`src/isa_pkg.sv`:
```
package isa_pkg;

	// 16-bit instruction set, eight general registers

	// Register number
	typedef logic [2:0] reg_idx_t;

	// Opcode field, top five bits of the word
	// NOP must stay at zero so an all-zero word decodes as a no-op
	typedef enum logic [4:0] {
		NOP  = 5'd0,
		ADD  = 5'd1,
		ADDI = 5'd2,
		LD   = 5'd3,
		ST   = 5'd4,
		J    = 5'd5
	} opcode_t;

	// Instruction word layout, MSB first
	//   [15:11] opcode
	//   [10:8]  rs
	//   [7:5]   rt
	//   [4:2]   rd
	//   [1:0]   spare
	typedef struct packed {
		opcode_t     opcode;
		reg_idx_t    rs;
		reg_idx_t    rt;
		reg_idx_t    rd;
		logic [1:0]  spare;
	} instr_t;

	// Register use per opcode
	//   ADD   reads rs, rt    writes rd
	//   ADDI  reads rs        writes rt
	//   LD    reads rs        writes rt, memory load
	//   ST    reads rs (addr), rt (data), memory store
	//   J     no register use
	//   NOP   no register use
	// Immediates and jump targets are not modelled here

	// Empty slot content
	localparam instr_t INSTR_NOP = 16'h0000;

endpackage

```
`src/pipe_pkg.sv`:
```
package pipe_pkg;

	import isa_pkg::*;

	// Decoded view of the instruction sitting in IF/ID
	// Filled by the decoder, read by the hazard unit and the tracker
	typedef struct packed {
		// Slot holds a real instruction
		logic      valid;
		// Raw source fields
		reg_idx_t  rs;
		reg_idx_t  rt;
		// Which source fields are really read
		logic      rs_used;
		logic      rt_used;
		// Store in ID, needed for load-to-store exemption
		logic      is_store;
		// Register write and its target
		logic      reg_write;
		reg_idx_t  dest;
		// Data memory access
		logic      mem_en;
		logic      mem_write;
	} id_ctrl_t;

	// Record carried down ID/EX, EX/MEM and MEM/WB
	// Only what the hazard check and retire port need
	typedef struct packed {
		logic      valid;
		logic      reg_write;
		reg_idx_t  dest;
		// Load is mem_en with mem_write low
		logic      mem_en;
		logic      mem_write;
	} stage_rec_t;

	// Empty stage, also the bubble pushed into ID/EX on stall
	localparam stage_rec_t STAGE_BUBBLE = '0;

endpackage

```
`src/instr_decoder.sv`:
```
`timescale 1ns/1ps

module instr_decoder
	import isa_pkg::*;
	import pipe_pkg::*;
(
	input  instr_t   instr,
	input  logic     valid,
	output id_ctrl_t id_ctrl
);

	// Pure decode of the IF/ID word, no state
	always_comb begin
		id_ctrl = '0;
		id_ctrl.valid = valid;
		// Fields always passed on, use flags decide whether they count
		id_ctrl.rs = instr.rs;
		id_ctrl.rt = instr.rt;

		// Empty slot reads and writes nothing
		if (valid) begin
			case (instr.opcode)
				ADD: begin
					id_ctrl.rs_used   = 1'b1;
					id_ctrl.rt_used   = 1'b1;
					id_ctrl.reg_write = 1'b1;
					// R-type result goes to rd
					id_ctrl.dest      = instr.rd;
				end
				ADDI: begin
					// rt is the target here, not a source
					id_ctrl.rs_used   = 1'b1;
					id_ctrl.reg_write = 1'b1;
					id_ctrl.dest      = instr.rt;
				end
				LD: begin
					// Address from rs, loaded value into rt
					id_ctrl.rs_used   = 1'b1;
					id_ctrl.reg_write = 1'b1;
					id_ctrl.dest      = instr.rt;
					id_ctrl.mem_en    = 1'b1;
				end
				ST: begin
					// rs is the address, rt the data
					id_ctrl.rs_used   = 1'b1;
					id_ctrl.rt_used   = 1'b1;
					id_ctrl.is_store  = 1'b1;
					id_ctrl.mem_en    = 1'b1;
					id_ctrl.mem_write = 1'b1;
				end
				// J and NOP touch no register
				default: begin
					id_ctrl.rs_used   = 1'b0;
					id_ctrl.rt_used   = 1'b0;
				end
			endcase
		end
	end

endmodule

```
`src/hazard_detector.sv`:
```
`timescale 1ns/1ps

module hazard_detector
	import isa_pkg::*;
	import pipe_pkg::*;
#(
	parameter bit MEMWB_CHECK = 1'b0
) (
	input  id_ctrl_t   id_ctrl,
	input  stage_rec_t id_ex_rec,
	input  stage_rec_t ex_mem_rec,
	input  stage_rec_t mem_wb_rec,
	output logic       stall,
	output logic       pc_write_en,
	output logic       if_id_write_en
);

	// Stage record writes the given register
	function automatic logic writes_reg(stage_rec_t rec, reg_idx_t r);
		return rec.valid && rec.reg_write && (rec.dest == r);
	endfunction

	// Raw matches, masked by whether ID really reads the field
	logic id_ex_raw_rs, id_ex_raw_rt;
	logic ex_mem_raw_rs, ex_mem_raw_rt;
	logic mem_wb_raw_rs, mem_wb_raw_rt;
	// Per-stage stall terms
	logic id_ex_stall, ex_mem_stall, mem_wb_stall;
	// Load in EX/MEM feeding store data in ID
	logic ld_to_st;

	assign id_ex_raw_rs  = id_ctrl.rs_used && writes_reg(id_ex_rec, id_ctrl.rs);
	assign id_ex_raw_rt  = id_ctrl.rt_used && writes_reg(id_ex_rec, id_ctrl.rt);
	assign ex_mem_raw_rs = id_ctrl.rs_used && writes_reg(ex_mem_rec, id_ctrl.rs);
	assign ex_mem_raw_rt = id_ctrl.rt_used && writes_reg(ex_mem_rec, id_ctrl.rt);
	assign mem_wb_raw_rs = id_ctrl.rs_used && writes_reg(mem_wb_rec, id_ctrl.rs);
	assign mem_wb_raw_rt = id_ctrl.rt_used && writes_reg(mem_wb_rec, id_ctrl.rt);

	// Load data reaches the store through the memory-stage bypass
	assign ld_to_st = ex_mem_rec.mem_en && !ex_mem_rec.mem_write && id_ctrl.is_store;

	assign id_ex_stall  = id_ex_raw_rs || id_ex_raw_rt;
	// Address operand from the load still has to wait
	assign ex_mem_stall = ex_mem_raw_rs || (ex_mem_raw_rt && !ld_to_st);
	// Normally covered by bypassing, only checked when asked for
	assign mem_wb_stall = MEMWB_CHECK && (mem_wb_raw_rs || mem_wb_raw_rt);

	assign stall = id_ctrl.valid && (id_ex_stall || ex_mem_stall || mem_wb_stall);

	// PC and IF/ID freeze together
	assign pc_write_en    = !stall;
	assign if_id_write_en = !stall;

endmodule

```
`src/pipe_tracker.sv`:
```
`timescale 1ns/1ps

module pipe_tracker
	import isa_pkg::*;
	import pipe_pkg::*;
(
	input  logic       clk,
	input  logic       arst_n,
	input  instr_t     fetch_instr,
	input  logic       fetch_valid,
	input  logic       stall,
	input  id_ctrl_t   id_ctrl,
	output instr_t     if_id_instr,
	output logic       if_id_valid,
	output stage_rec_t id_ex_rec,
	output stage_rec_t ex_mem_rec,
	output stage_rec_t mem_wb_rec
);

	// Record leaving ID this cycle
	stage_rec_t id_ex_next;

	always_comb begin
		id_ex_next = STAGE_BUBBLE;
		// Stalled instruction stays in ID, a bubble goes down instead
		if (!stall) begin
			id_ex_next.valid     = id_ctrl.valid;
			id_ex_next.reg_write = id_ctrl.reg_write;
			id_ex_next.dest      = id_ctrl.dest;
			id_ex_next.mem_en    = id_ctrl.mem_en;
			id_ex_next.mem_write = id_ctrl.mem_write;
		end
	end

	// IF/ID, written only when not stalled
	always_ff @(posedge clk or negedge arst_n) begin
		if (!arst_n) begin
			if_id_instr <= INSTR_NOP;
			if_id_valid <= 1'b0;
		end else if (!stall) begin
			// Empty fetch leaves a NOP word behind
			if_id_instr <= fetch_valid ? fetch_instr : INSTR_NOP;
			if_id_valid <= fetch_valid;
		end
	end

	// ID/EX takes decoded record or bubble
	always_ff @(posedge clk or negedge arst_n) begin
		if (!arst_n) begin
			id_ex_rec <= STAGE_BUBBLE;
		end else begin
			id_ex_rec <= id_ex_next;
		end
	end

	// Later stages shift every cycle, stall does not reach them
	always_ff @(posedge clk or negedge arst_n) begin
		if (!arst_n) begin
			ex_mem_rec <= STAGE_BUBBLE;
			mem_wb_rec <= STAGE_BUBBLE;
		end else begin
			ex_mem_rec <= id_ex_rec;
			mem_wb_rec <= ex_mem_rec;
		end
	end

endmodule

```
`src/hazard_front_top.sv`:
```
`timescale 1ns/1ps

module hazard_front_top
	import isa_pkg::*;
	import pipe_pkg::*;
#(
	parameter bit MEMWB_CHECK = 1'b0
) (
	input  logic     clk,
	input  logic     arst_n,
	input  instr_t   fetch_instr,
	input  logic     fetch_valid,
	output logic     stall,
	output logic     pc_write_en,
	output logic     if_id_write_en,
	output logic     retire_valid,
	output logic     retire_reg_write,
	output reg_idx_t retire_dest
);

	// IF/ID contents
	instr_t     if_id_instr;
	logic       if_id_valid;
	// Decoded ID slot
	id_ctrl_t   id_ctrl;
	// Downstream stage records
	stage_rec_t id_ex_rec, ex_mem_rec, mem_wb_rec;

	pipe_tracker u_tracker (
		.clk         (clk),
		.arst_n      (arst_n),
		.fetch_instr (fetch_instr),
		.fetch_valid (fetch_valid),
		.stall       (stall),
		.id_ctrl     (id_ctrl),
		.if_id_instr (if_id_instr),
		.if_id_valid (if_id_valid),
		.id_ex_rec   (id_ex_rec),
		.ex_mem_rec  (ex_mem_rec),
		.mem_wb_rec  (mem_wb_rec)
	);

	instr_decoder u_decoder (
		.instr   (if_id_instr),
		.valid   (if_id_valid),
		.id_ctrl (id_ctrl)
	);

	hazard_detector #(
		.MEMWB_CHECK (MEMWB_CHECK)
	) u_hazard (
		.id_ctrl        (id_ctrl),
		.id_ex_rec      (id_ex_rec),
		.ex_mem_rec     (ex_mem_rec),
		.mem_wb_rec     (mem_wb_rec),
		.stall          (stall),
		.pc_write_en    (pc_write_en),
		.if_id_write_en (if_id_write_en)
	);

	// Retire port is the MEM/WB record
	assign retire_valid     = mem_wb_rec.valid;
	assign retire_reg_write = mem_wb_rec.reg_write;
	assign retire_dest      = mem_wb_rec.dest;

endmodule

```
`config.mk`:
```
export PLATFORM = sky130hd
export DESIGN_NAME = hazard_front_top
export DESIGN_NICKNAME = d
export VERILOG_FILES = /design/src/isa_pkg.sv /design/src/pipe_pkg.sv /design/src/instr_decoder.sv /design/src/hazard_detector.sv /design/src/pipe_tracker.sv /design/src/hazard_front_top.sv
export SDC_FILE = /design/constraint.sdc
export NUM_CORES = 1
export LEC_CHECK = 0
export BUFFER_PORTS_ARGS = -buffer_cell sky130_fd_sc_hd__buf_2
export CAP_MARGIN = 15
export CORE_UTILIZATION = 55
export CTS_BUF_LIST = sky130_fd_sc_hd__clkbuf_16
export CTS_CLUSTER_DIAMETER = 50
export CTS_CLUSTER_SIZE = 20
export DETAILED_ROUTE_END_ITERATION = 10
export GPL_ROUTABILITY_DRIVEN = 0
export PLACE_DENSITY = 0.78
export RECOVER_POWER = 50
export SLEW_MARGIN = 0
export SYNTH_ARGS = -nofsm -noshare
export SYNTH_HDL_FRONTEND = slang
export SYNTH_SLANG_ARGS = --single-unit
```
`constraint.sdc`:
```
create_clock -name clk -period 2.5 [get_ports clk]
set_clock_uncertainty 0.05 [all_clocks]
set_input_delay 0.375 -clock clk [delete_from_list [all_inputs] [get_ports clk]]
set_output_delay 0.375 -clock clk [all_outputs]
set_load 0.005 [all_outputs]
```
Word-level counts from Yosys, hierarchy flattened. Index checks and enable logic that the tools add are counted.

Equal/unequal tests: 8. Reductions and logical operators: 24. Multiplexer cells: 8.

Operators by type and width (count): $mux 16 (1); $logic_and 1x1->1 (14); $eq 3x3->1 (4); $eq 5x2->1 const B (2); $mux 9 (1); $pmux 4 s2 (1); $mux 7 (1); $reduce_or 2->1 (3); $eq 5x1->1 const B (1); $eq 5x3->1 const B (1); $mux 1 (4); $reduce_or 4->1 (1); $logic_not 1->1 (3); $logic_or 1x1->1 (3).

Output and inout port bits: 8. Flip-flop bits (word level): 34. Input bits: 19. Word-level logic and storage cells: 58.

Depth between registers and ports, before layout.
Depth in word-level cells: 11. Depth in mapped cells: 8.

By module. Synthesis repeated with hierarchy kept, for this count alone.

Cells, all modules: 149. Area total of the unflattened synthesis: 1687.9 µm².

By module, submodules not included: pipe_tracker (area each 1307.5 µm², instances 1, cells an instance 94); instr_decoder (area each 201.4 µm², instances 1, cells an instance 31); hazard_detector (area each 178.9 µm², instances 1, cells an instance 24).

Worst setup path after synthesis. OpenSTA, ideal clock, no wires.

Path kind: reg-to-output. Start: reg u_tracker.if_id_instr[11] (netlist name). End: out stall. Buffers on the path: 2. Setup slack: 0.446 ns. Required time: 2.075 ns. Arrival: 1.629 ns. Stages on the path, launching flop included: 8. Cells stage by stage: dfrtp_1 buf_6 xor2_1 and4b_1 and4_4 o21a_1 buf_6 or2_2.

Cells in the longest elaborated chain, start to end: 9. Elaborated cells between the ends (all ways): 21. Those cells by class: 4 x eq/ne; 4 x mux; 13 x reduce/logical.

Ends and longest elaborated chain: $eq 5x1->1 or $eq 5x3->1 (tied branches) (line instr_decoder.sv:22) `case (instr.opcode)`; $reduce_or 2->1 (no source line) or $mux 1 (tied branches); $mux 1 or $mux 9 (tied branches) (line instr_decoder.sv:22, instr_decoder.sv:21); $mux 9 * (line instr_decoder.sv:21) `if (valid) begin`; $logic_and 1x1->1 or $logic_not 1->1 (tied branches) (line hazard_detector.sv:35, hazard_detector.sv:44); $logic_and 1x1->1 (line hazard_detector.sv:44) `assign ex_mem_stall = ex_mem_raw_rs || (ex_mem_raw_rt && !ld_to_st);`; $logic_or 1x1->1 (line hazard_detector.sv:44); $logic_or 1x1->1 * (line hazard_detector.sv:48) `assign stall = id_ctrl.valid && (id_ex_stall || ex_mem_stall || mem_wb_stall);`; $logic_and 1x1->1 * (line hazard_detector.sv:48); end: declaration (line hazard_front_top.sv:13) `output logic stall,`.

Every way passes the cells marked *; elsewhere a longest branch is shown, timed or not.

Final worst setup path.
Start: reg u_tracker.if_id_instr[11] (netlist name). End: out stall.

Cells in the longest elaborated chain, start to end: 9. Elaborated cells between the ends (all ways): 21. Those cells by class: 4 x eq/ne; 4 x mux; 13 x reduce/logical.

Ends and longest elaborated chain (line): $eq 5x1->1 or $eq 5x3->1 (tied branches) (instr_decoder.sv:22); $reduce_or 2->1 (no source line) or $mux 1 (tied branches); $mux 1 or $mux 9 (tied branches) (instr_decoder.sv:22, instr_decoder.sv:21); $mux 9 * (instr_decoder.sv:21); $logic_and 1x1->1 or $logic_not 1->1 (tied branches) (hazard_detector.sv:35, hazard_detector.sv:44); $logic_and 1x1->1 (hazard_detector.sv:44); $logic_or 1x1->1 (hazard_detector.sv:44); $logic_or 1x1->1 * (hazard_detector.sv:48); $logic_and 1x1->1 * (hazard_detector.sv:48).

Marks and branches as above.

==> flow_summary_export.csv <==
group,metric,value,unit
routing,drtIter0Drc,38,
floorplanning,rows,19,
critical_path,cp_data_required_time,2.08,ns
sta,fin_tns_setup,0,ns
synth,synth_area,0.00169,mm²
grt,grt_most_used_layer,"met2",
grt,grt_first_pass_wirelength,5910,µm
floorplanning,start_util,59.9,%
routing,drtPass1Iterations,7,
floorplanning,die_y,57.5,µm
cells_and_area,area_growth,16.5,%
cells_and_area,layout_common_cells,"dfrtp_1 (33), buf_2 (23), nand2_1 (20), nor2_1 (12)",
critical_path,path_class,"flop to output port",
routing,totalWireLength,3540,µm
outcome,violations,"design-rule violations, max-capacitance violations, max-slew violations",
placed_design,io_buffers,24,
power,leakage,0.966,nW
min_path,hp-start,"fetch_instr[15]",
sta,setup_viol,0,
grt,use_met1,30.6,%
clock_network,cts_buffer_depth,2,
clock_network,clk_latency,0.28,ns
synth,avgSynthCellArea,10.3,µm²
clock_network,cts_buffers,5,
placed_design,hpwl,2370,µm
power,p_per_area,687,mW/mm²
routing,postRouteAntennaNets,0,
cells_and_area,design_area,0.00197,mm²
routing,drc,2,
sta,min_period,2.42,ns
floorplanning,core_area,0.00283,mm²
critical_path,end_kind,"output port",
grt,antenna_found_initial,0,
critical_path,cp.arrival,1.99,ns
power,ir_worst_vdd,0.425,mV
cells_and_area,insertedDiodeCount,0,
sta,hold_viol,0,
clock_network,cts_tree,"built",
synth,synthFlopType,"dfrtp_1",
cells_and_area,drive_gt1_share,24.1,%
grt,grt_overflow,0,
floorplanning,die_w,57.5,µm
synth,ys_seq_elements,34,
sta,fin_crit_sh,96.8,%
grt,met2_usage,39.0,%
routing,avgRoutedWirePerCell,16.0,µm
routing,vias_per_cell,6.24,
critical_path,r2r-start,"u_tracker.if_id_instr[11]",
cells_and_area,fillers,209,
grt,grt_util_met3,6.35,%
grt,grt_use_total,24.4,%
synth,ys_async_sr_fraction,100,%
synth,synthCells,165,
clock_network,cts-root-buf,"clkbuf_16",
critical_path,startpoint,"u_tracker.if_id_instr[11]",
critical_path,path_max_fanout,9,
min_path,hp-class,"primary input to flop",
clock_network,cts.sinks,34,
outcome,outcome,"complete, but fails checks",
cells_and_area,nets,209,
clock_network,hold_buffers,0,
cells_and_area,final_common_cell,"dfrtp_1",
routing,via_count,1386,
clock_network,cts.clk_slew.worst_paths,0.05,ns
grt,first_global_vias,1277,
synth,synth_cell_types,32,
sta,worst_pin_slew,1.80,ns
synth,yosysWarningCount,0,
critical_path,startpoint_type,"flop",
sta,slew_violations,35,
clock_network,ctsHtreeMaxLevel,2,
sta,max_freq,0.413,GHz
placed_design,placed_area,0.00181,mm²
sta,slew_headroom,-19.8,%
synth,synth_seq_area_share,50.2,%
synth,synth_edf_count,0,
synth,synth_nets,184,
floorplanning,top_level_ports,27,
run,maxCapViolations,1,
sta,rsz0062_at_grt,"false",
floorplanning,dieArea,0.00331,mm²
grt,grt_max_degree,35,
[layer usage]
metal  vias to the layer above  part of all wire, %
li1                        654                    -
met1                       678                   40
met2                        49                   52
met3                         5                  6.0
met4                         0                  1.7
met5                         -                    0
[critical path: stages, from the launching register on]
cell and delay [ns]:
dfrtp_2 0.48, xor2_1 0.19, and4b_1 0.24, and4_4 0.16
o21a_1 0.22, or2_2 0.31, buf_2 0.13
[cell families after synthesis]
group	count (synthesis)	synth area share (%)
simple gates	73	23.0
flops	34	50.2
compound gates	28	13.4
buf+inv	15	5.47
xor+xnor	14	7.24
mux	1	0.665
[worst paths after layout]
| check | endpoint | slack [ns] | depth (start not counted) |
|---|---|---|---|
| setup / recovery | stall | 0.08 | 6 |
| setup reg to reg | u_tracker.if_id_instr[13] | 0.39 | 6 |
| min in group asynchronous | u_tracker.if_id_instr[8] | 0.53 | 1 |
| hold / removal | u_tracker.if_id_instr[15] | 0.28 | 3 |
| hold reg to reg | u_tracker.ex_mem_rec[1] | 0.30 | 0 |
| max in group asynchronous | u_tracker.if_id_instr[11] | 0.71 | 1 |
[metrics by stage]
stage	total power, mW	utilization (%)	hold slack [ns]	setup slack, ns	cells
after floorplan	0.722	-	0.0294	0.446	165
after global placement	0.767	64.1	0.282	0.235	212
after detailed placement	0.777	64.1	0.286	0.157	212
after CTS	1.36	69.7	0.138	0.0529	222
after global routing	1.41	69.7	0.291	0.0142	222
final	1.36	69.7	0.275	0.0812	222
[cells in the mapped netlist (all sizes together), types with 2 or more instances]
cell type | number | share of area, %
nor4 | 4 | 1.5
a21oi | 3 | 0.89
or4 | 11 | 4.9
or3 | 2 | 0.74
clkbuf | 5 | 1.3
nand3 | 11 | 3.2
xor2 | 10 | 5.2
nor3 | 3 | 0.89
buf | 10 | 4.2
o211ai | 11 | 4.9
a2bb2oi | 11 | 5.7
dfrtp | 34 | 50
nor2 | 12 | 2.7
nand2 | 20 | 4.4
xnor2 | 4 | 2.1
[area by class of cell]
class | instances | area, µm² | share of cell area (%)
flip-flops and latches | 34 | 852 | 43.2
multi-input cells | 117 | 762 | 38.6
repair buffers | 32 | 179 | 9.07
clock inverters | 3 | 16.3 | 0.824
well taps | 31 | 38.8 | 1.97
clock buffers | 5 | 125 | 6.34
[registers in the layout, summed over array words and instances, names as in the netlist]
| name | flops |
|---|---|
| u_tracker.if_id_instr | 14 |
| u_tracker.ex_mem_rec | 7 |
| u_tracker.id_ex_rec | 7 |
| u_tracker.mem_wb_rec | 5 |
| u_tracker.if_id_valid | 1 |
[what timing repair did]
action	4_1_cts	5_1_grt
buffers inserted	1	0
pin swaps	1	0
resized for setup	1	1
endpoints found under the setup margin	3	3
hold endpoints to repair	0	0
cloned	1	0
[power breakdown]
group | internal (mW) | switching [mW]
combinational | 0.0705 | 0.0790
sequential | 0.585 | 0.0350
clock | 0.363 | 0.224
(Power assumes the default switching activity.)
